`src/hw/connPkg.sv`:
```
package connPkg;

    // Graph size and result width
    localparam int GRAPH_W = 16;
    localparam int COUNT_W = 4;

    // One revolution of the result ring is the stream latency
    localparam int RING_ADDR_W = 8;
    localparam int RING_DEPTH = 1 << RING_ADDR_W;

    localparam int FIFO_DEPTH_LOG2 = 2;
    localparam int FIFO_READ_LATENCY = 2;

    // Side data slots per memory word
    localparam int CHUNK_LOG2 = 2;

    // Engine bound from start to done
    localparam int MAX_COUNT_CYCLES = 34;

    typedef logic [GRAPH_W-1:0] graphT;
    typedef logic [COUNT_W-1:0] countT;
    typedef logic [RING_ADDR_W-1:0] ringAddrT;

    typedef struct packed {
        graphT bot;
        ringAddrT index;
    } fifoEntryT;

endpackage
```
`src/hw/streamingConnCore.sv`:
```
`timescale 1ns/1ps

module streamingConnCore
    import connPkg::*;
#(
    parameter int EXTRA_W = 4
) (
    input  logic                     clk,
    input  logic                     rstN,
    input  graphT                    top,

    input  logic                     isBotValid,
    input  graphT                    bot,
    input  logic [EXTRA_W-1:0]       extraDataIn,
    output logic [FIFO_DEPTH_LOG2:0] usedw,

    output logic                     resultValid,
    output countT                    connectCount,
    output logic [EXTRA_W-1:0]       extraDataOut
);

    ringAddrT ringIndex;
    ringAddrT collectorReadAddr;
    fifoEntryT fifoIn;
    fifoEntryT engineEntry;
    logic engineRequest;
    logic engineStart;
    logic collectorWrite;
    countT engineCount;
    ringAddrT engineIndex;
    logic [EXTRA_W:0] sideOut;

    always_ff @(posedge clk) begin
        if (!rstN) begin
            ringIndex <= '0;
        end else begin
            ringIndex <= ringIndex + 1'b1;
        end
    end

    assign fifoIn = '{bot: bot, index: ringIndex};

    graphFifo inputFifo (
        .clk(clk),
        .rstN(rstN),
        .writeEnable(isBotValid),
        .dataIn(fifoIn),
        .usedw(usedw),
        .readRequest(engineRequest),
        .dataOut(engineEntry),
        .dataOutValid(engineStart)
    );

    componentCounter engine (
        .clk(clk),
        .rstN(rstN),
        .top(top),
        .entryIn(engineEntry),
        .start(engineStart),
        .readRequest(engineRequest),
        .done(collectorWrite),
        .resultCount(engineCount),
        .resultIndex(engineIndex)
    );

    // Reading one slot ahead lines the registered output up with ringIndex
    assign collectorReadAddr = ringIndex + 1'b1;

    ringMemory #(
        .payloadT(countT),
        .DEPTH_LOG2(RING_ADDR_W)
    ) collector (
        .clk(clk),
        .writeEnable(collectorWrite),
        .writeAddr(engineIndex),
        .dataIn(engineCount),
        .readAddr(collectorReadAddr),
        .dataOut(connectCount)
    );

    sideDataStore #(
        .EXTRA_W(EXTRA_W)
    ) sideStore (
        .clk(clk),
        .rstN(rstN),
        .ringIndex(ringIndex),
        .slotIn({isBotValid, extraDataIn}),
        .slotOut(sideOut)
    );

    assign resultValid = sideOut[EXTRA_W];
    assign extraDataOut = sideOut[EXTRA_W-1:0];

    // Count must reach the collector before its slot is read back
    assert property (@(posedge clk) disable iff (!rstN)
        collectorWrite |-> ringAddrT'(ringIndex - engineIndex) < ringAddrT'(RING_DEPTH - 1))
        else $error("streamingConnCore: result for slot %0d written too late", engineIndex);

endmodule

```
`src/hw/sideDataStore.sv`:
```
`timescale 1ns/1ps

module sideDataStore
    import connPkg::*;
#(
    parameter int EXTRA_W = 4
) (
    input  logic             clk,
    input  logic             rstN,
    input  ringAddrT         ringIndex,

    input  logic [EXTRA_W:0] slotIn,
    output logic [EXTRA_W:0] slotOut
);

    typedef logic [(1 << CHUNK_LOG2)*(EXTRA_W+1)-1:0] chunkT;
    typedef logic [RING_ADDR_W-CHUNK_LOG2-1:0] chunkAddrT;

    chunkT packReg;
    chunkT unpackReg;
    chunkT readWord;
    chunkAddrT chunkIndex;
    chunkAddrT writeAddr;
    chunkAddrT readAddr;
    logic pushChunk;
    logic [(1 << CHUNK_LOG2)-2:0] pushPipe;
    logic firstWrapSeen;

    assign chunkIndex = ringIndex[RING_ADDR_W-1:CHUNK_LOG2];

    // Fetch the next chunk so it is ready when the unpacker drains
    assign readAddr = chunkIndex + 1'b1;

    // Oldest slot ends up in the low bits
    always_ff @(posedge clk) begin
        packReg <= {slotIn, packReg[$bits(chunkT)-1:EXTRA_W+1]};
        writeAddr <= chunkIndex;
        if (pushPipe[$bits(pushPipe)-1]) begin
            unpackReg <= readWord;
        end else begin
            unpackReg <= unpackReg >> (EXTRA_W + 1);
        end
    end

    always_ff @(posedge clk) begin
        if (!rstN) begin
            pushChunk <= 1'b0;
            pushPipe <= '0;
            firstWrapSeen <= 1'b0;
        end else begin
            // Chunk complete once the low index bits wrap
            pushChunk <= &ringIndex[CHUNK_LOG2-1:0];
            pushPipe <= {pushPipe[$bits(pushPipe)-2:0], pushChunk};
            if (&ringIndex) begin
                firstWrapSeen <= 1'b1;
            end
        end
    end

    ringMemory #(
        .payloadT(chunkT),
        .DEPTH_LOG2(RING_ADDR_W - CHUNK_LOG2)
    ) chunkMemory (
        .clk(clk),
        .writeEnable(pushChunk),
        .writeAddr(writeAddr),
        .dataIn(packReg),
        .readAddr(readAddr),
        .dataOut(readWord)
    );

    // Memory holds garbage until one revolution has been written
    assign slotOut = {unpackReg[EXTRA_W] & firstWrapSeen, unpackReg[EXTRA_W-1:0]};

endmodule

```
`src/hw/componentCounter.sv`:
```
`timescale 1ns/1ps

module componentCounter
    import connPkg::*;
(
    input  logic      clk,
    input  logic      rstN,
    input  graphT     top,

    input  fifoEntryT entryIn,
    input  logic      start,
    output logic      readRequest,

    output logic      done,
    output countT     resultCount,
    output ringAddrT  resultIndex
);

    typedef enum logic [1:0] {
        IDLE,
        WAIT,
        BUSY
    } stateT;

    stateT state;
    logic [$clog2(FIFO_READ_LATENCY+1)-1:0] waitCount;
    graphT remaining;
    graphT component;
    graphT grown;
    graphT lowestNode;

    // Hypercube neighbours differ in exactly one index bit
    function automatic graphT neighbours(graphT nodes);
        graphT result;
        result = '0;
        for (int n = 0; n < GRAPH_W; n++) begin
            for (int d = 1; d < GRAPH_W; d = d << 1) begin
                result[n] = result[n] | nodes[n ^ d];
            end
        end
        return result;
    endfunction

    assign lowestNode = remaining & (~remaining + 1'b1);
    assign grown = component | (neighbours(component) & remaining);

    // Flood fill grows by one ring of neighbours per cycle
    always_ff @(posedge clk) begin
        if (start) begin
            remaining <= top & ~entryIn.bot;
            component <= '0;
            resultCount <= '0;
            resultIndex <= entryIn.index;
        end else if (state == BUSY) begin
            if (component == '0) begin
                component <= lowestNode;
            end else if (grown == component) begin
                // Retire the closed component
                remaining <= remaining & ~component;
                component <= '0;
                resultCount <= resultCount + 1'b1;
            end else begin
                component <= grown;
            end
        end
    end

    always_ff @(posedge clk) begin
        if (!rstN) begin
            state <= IDLE;
            waitCount <= '0;
            readRequest <= 1'b0;
            done <= 1'b0;
        end else begin
            readRequest <= 1'b0;
            done <= 1'b0;
            case (state)
                IDLE: begin
                    readRequest <= 1'b1;
                    waitCount <= '0;
                    state <= WAIT;
                end
                WAIT: begin
                    // No data after the read latency means the FIFO was empty
                    if (start) begin
                        state <= BUSY;
                    end else if (waitCount == $bits(waitCount)'(FIFO_READ_LATENCY)) begin
                        state <= IDLE;
                    end else begin
                        waitCount <= waitCount + 1'b1;
                    end
                end
                BUSY: begin
                    if (component == '0 && remaining == '0) begin
                        done <= 1'b1;
                        state <= IDLE;
                    end
                end
                default: state <= IDLE;
            endcase
        end
    end

    // FIFO data lands only when the wait window closes
    assert property (@(posedge clk) disable iff (!rstN)
        start |-> (state == WAIT && waitCount == $bits(waitCount)'(FIFO_READ_LATENCY)))
        else $error("componentCounter: start outside the request window");

    assert property (@(posedge clk) disable iff (!rstN)
        start |-> ##[1:MAX_COUNT_CYCLES] done)
        else $error("componentCounter: count took longer than MAX_COUNT_CYCLES");

endmodule

```
`src/hw/graphFifo.sv`:
```
`timescale 1ns/1ps

module graphFifo
    import connPkg::*;
(
    input  logic                     clk,
    input  logic                     rstN,

    input  logic                     writeEnable,
    input  fifoEntryT                dataIn,
    output logic [FIFO_DEPTH_LOG2:0] usedw,

    input  logic                     readRequest,
    output fifoEntryT                dataOut,
    output logic                     dataOutValid
);

    fifoEntryT storage [1 << FIFO_DEPTH_LOG2];
    logic [FIFO_DEPTH_LOG2-1:0] writePtr;
    logic [FIFO_DEPTH_LOG2-1:0] readPtr;
    logic isFull;
    logic isEmpty;
    logic doWrite;
    logic doRead;

    fifoEntryT pipeData [FIFO_READ_LATENCY];
    logic [FIFO_READ_LATENCY-1:0] pipeValid;

    // Count reaches the depth only when full
    assign isFull = usedw[FIFO_DEPTH_LOG2];
    assign isEmpty = (usedw == '0);

    // Requests on an empty FIFO are dropped
    assign doWrite = writeEnable && !isFull;
    assign doRead = readRequest && !isEmpty;

    always_ff @(posedge clk) begin
        if (doWrite) begin
            storage[writePtr] <= dataIn;
        end
        pipeData[0] <= storage[readPtr];
        for (int i = 1; i < FIFO_READ_LATENCY; i++) begin
            pipeData[i] <= pipeData[i-1];
        end
    end

    always_ff @(posedge clk) begin
        if (!rstN) begin
            writePtr <= '0;
            readPtr <= '0;
            usedw <= '0;
            pipeValid <= '0;
        end else begin
            if (doWrite) begin
                writePtr <= writePtr + 1'b1;
            end
            if (doRead) begin
                readPtr <= readPtr + 1'b1;
            end
            case ({doWrite, doRead})
                2'b10: usedw <= usedw + 1'b1;
                2'b01: usedw <= usedw - 1'b1;
                default: usedw <= usedw;
            endcase
            pipeValid <= {pipeValid[FIFO_READ_LATENCY-2:0], doRead};
        end
    end

    assign dataOut = pipeData[FIFO_READ_LATENCY-1];
    assign dataOutValid = pipeValid[FIFO_READ_LATENCY-1];

    // A write into a full FIFO loses the entry
    assert property (@(posedge clk) disable iff (!rstN) writeEnable |-> !isFull)
        else $error("graphFifo: write while full, entry dropped");

endmodule

```
`src/hw/ringMemory.sv`:
```
`timescale 1ns/1ps

module ringMemory #(
    parameter type payloadT = logic [7:0],
    parameter int DEPTH_LOG2 = 8
) (
    input  logic                  clk,

    input  logic                  writeEnable,
    input  logic [DEPTH_LOG2-1:0] writeAddr,
    input  payloadT               dataIn,

    input  logic [DEPTH_LOG2-1:0] readAddr,
    output payloadT               dataOut
);

    payloadT memory [1 << DEPTH_LOG2];

    always_ff @(posedge clk) begin
        if (writeEnable) begin
            memory[writeAddr] <= dataIn;
        end
    end

    // Registered read returns old data on a same-address write
    always_ff @(posedge clk) begin
        dataOut <= memory[readAddr];
    end

endmodule

```
`config.mk`:
```
export PLATFORM = sky130hd
export DESIGN_NAME = streamingConnCore
export DESIGN_NICKNAME = d
export VERILOG_FILES = /design/src/hw/connPkg.sv /design/src/hw/streamingConnCore.sv /design/src/hw/sideDataStore.sv /design/src/hw/componentCounter.sv /design/src/hw/graphFifo.sv /design/src/hw/ringMemory.sv
export SDC_FILE = /design/constraint.sdc
export NUM_CORES = 2
export LEC_CHECK = 0
export BUFFER_PORTS_ARGS = -buffer_cell sky130_fd_sc_hd__buf_2
export CORE_MARGIN = 2
export CORE_UTILIZATION = 25
export DETAILED_ROUTE_END_ITERATION = 7
export PLACE_DENSITY = 0.44
export SYNTH_ARGS = -nofsm -noshare
export SYNTH_HDL_FRONTEND = slang
export SYNTH_SLANG_ARGS = --single-unit
```
`constraint.sdc`:
```
create_clock -name clk -period 6.21 [get_ports clk]
set_clock_uncertainty 0.1 [all_clocks]
set_input_delay 0.3105 -clock clk [delete_from_list [all_inputs] [get_ports clk]]
set_output_delay 0.3105 -clock clk [all_outputs]
set_load 0.02 [all_outputs]
```
==> impl_metrics.ini <==
[critical_path]
crit_top_cell = buf_4
path_max_fanout = 34
arrival_ps = 4630
ff2ff_setup_slack_ps = 2200
critPathSlowestCell = dfxtp_4
r2r_cells = 9
cp_top_family = flip-flops
timing.rr.end = collector.dataOut[2]
path_cells = xor2_4 > buf_4 > mux4_2 > mux2i_1 > o21ai_0 > a2111oi_1 > buf_4 > or3_1 > a31oi_1
max_stage_delay_ps = 880
endpoint_kind = flip-flop
crit_buf_inv = 2
crit_type = flip-flop to flip-flop
critPathLaunchType = flip-flop
timing.rr.start = ringIndex[2]
worstPathRequired_ps = 6830

[die]
row_count = 230
die_h_um = 633
pin_count = 51
die_w_um = 633
fp.dieArea_um2 = 400000
start_util_pct = 25.1
coreArea_um2 = 393000

[grt]
grt_overflow = 0
grt_pass1_wl_um = 371000
grt_max_degree = 235
grtUsageTotal_pct = 12.9
grt_pass1_vias = 48308
antenna_found_initial = 23

[timing]
hold_viol_final = 0
rsz0062_at_grt = false
setup_violations = 0
postLayoutSetupSlackWorst_ps = 2200
fmax_mhz = 249
relSlewSlack_pct = 13.4
fin_tns_setup_ps = 0
finalCritPeriodShare_pct = 64.6
worstMarginPinSlew_ps = 1300
drv_slew = 0
finalCriticalPeriod_ps = 4010

[flow_run]
maxCapViolCount = 0

[logic_synthesis]
syn_nets = 4569
synth-seq-cells = 2592
avgSynthCellArea_um2 = 21.9
synthFlopType = edfxtp_1
synthCells = 4520
ys_seq_area_share_pct = 77.1
yosysWarnings = 0
ys_types = 71
ys_async_sr_fraction_pct = 0
netlist_area_um2 = 98800
synth-edff-count = 2424

[routing]
first_pass_iters = 7
wl_per_cell_um = 25.7
ant_nets = 0
vias = 46026
drc = 0
drt_iter0_drc = 4444
postRouteWirelength_um = 263000
vias_per_cell = 4.50

[placement]
place_hpwl_um = 147000
place_ws_ps = 2060
portBuffers = 50
gp_congestion = 0.762
dpl-instance-area_um2 = 106000

[hold_path]
min_from = bot[12]
whs_endpoint = inputFifo.storage[1][20]
hold_class = input port to flip-flop
min_path_cells = 2

[clocking]
clk_pin_slew_ps = 70
insertion_delay_ps = 860
cts_setup_buffers = 0
cts_sinks = 2592
cts_made_buffers = 272
cts_tree = built
root_buffer = clkbuf_16
htreeDepth = 5
clockBufferDepth = 4

[cells_and_area]
final_cell_mix = edfxtp_1 (2424), mux4_2 (728), nor2_1 (289)
area_growth_pct = 16.9
design_area_um2 = 115000
layout-drive-gt1-share_pct = 29.4
final_net_count = 4840
fillCellCount = 38407
layout_commonest_cell = edfxtp_1

[outcome]
status = completed

[power]
p_per_area_nw_per_um2 = 324
p_leak_uw = 0.0337
ir_worst_vdd_uv = 205
power_uw = 37400
sequential cells by signal (all words and copies together) (netlist names), 6 cells and up, named ones only:
register	count
engine.component	16
inputFifo.pipeData	48
ringIndex	8
collector.memory	1024
engine.remaining	16
engine.resultIndex	8
sideStore.chunkMemory.memory	1280
sideStore.writeAddr	6
sideStore.chunkMemory.dataOut	20
inputFifo.storage	96
sideStore.packReg	20
sideStore.unpackReg	20
report_power, final:
part / internal (uW) / switching [uW]
Sequential: 19200 / 155
Combinational: 768 / 1050
Clock: 9450 / 6740
routing by layer:
metal,track usage [%],vias up,routed length [um]
met5,0,-,26
met4,3.51,4,6820
met3,2.23,386,13300
met2,21.8,1160,130000
met1,17.2,25113,113000
li1,-,19363,-
kinds of logic (layout without fill, tap and decap cells):
logic type	after synthesis	count (layout)	synth area share, %
xor gates and xnor gates	24	24	0.213
buffers and inverters	264	743	1.22
other	0	9	0
adders and majority gates	10	10	0.134
and+or+nand+nor	703	703	3.20
muxes	787	787	17.2
DFF	2592	2592	77.1
AOI/OAI and AO/OA	140	140	0.966
worst register-to-register path: cells and delay by family (launching register included):
kind | cells | cell delay, ps
AND/OR/NAND/NOR | 1 | 100
buffers and inverters | 2 | 680
XOR/XNOR | 1 | 730
multiplexers | 2 | 620
flip-flops | 1 | 880
AO/OA/AOI/OAI | 3 | 780
worst max-delay path by stage:
stage | start | to | slack (ps) | cells past startpoint
after floorplan | engine.resultCount[0] | engine.resultCount[3] | 1490 | 4
after global placement | ringIndex[2] | collector.dataOut[2] | 2040 | 9
after detailed placement | ringIndex[2] | collector.dataOut[2] | 2060 | 9
after CTS | ringIndex[2] | collector.dataOut[2] | 2050 | 9
after global routing | ringIndex[2] | collector.dataOut[2] | 1880 | 9
final | ringIndex[2] | collector.dataOut[2] | 2200 | 9
synthesized netlist by cell type, types with 27 or more instances:
master,number,share of area (%)
buf_4,27,0.21
nand3_1,53,0.27
and2_1,31,0.20
nor2_1,352,1.3
a31oi_1,29,0.18
buf_2,81,0.41
mux2i_1,38,0.38
dfxtp_1,168,3.4
mux4_2,728,17
edfxtp_1,2424,74
clkbuf_1,129,0.49
nand2_1,154,0.58
layout make-up:
class	instances	area (um^2)	area share [%]
Timing Repair Buffer	244	2100	1.82
Multi-Input combinational cell	1664	21900	18.9
Clock buffer	360	7560	6.55
Antenna cell	9	22.5	0.0195
Clock inverter	122	1140	0.990
Tap cell	5220	6530	5.65
Sequential cell	2592	76200	66.0
Inverter	17	63.8	0.0552
metrics by stage:
stage	hold slack [ps]	instances	util [%]
floorplan	210	4520	-
global route	88.9	10220	29.4
global placement	213	9694	27.1
CTS	43.9	10219	29.4
detailed placement	212	9694	27.1
finish	125	10228	29.4
repair_timing:
action,in CTS,in global routing
hold buffers,43,0
endpoints found under the hold margin,115,0
gates resized for setup,0,0
Power figures use the tool's default switching activity.
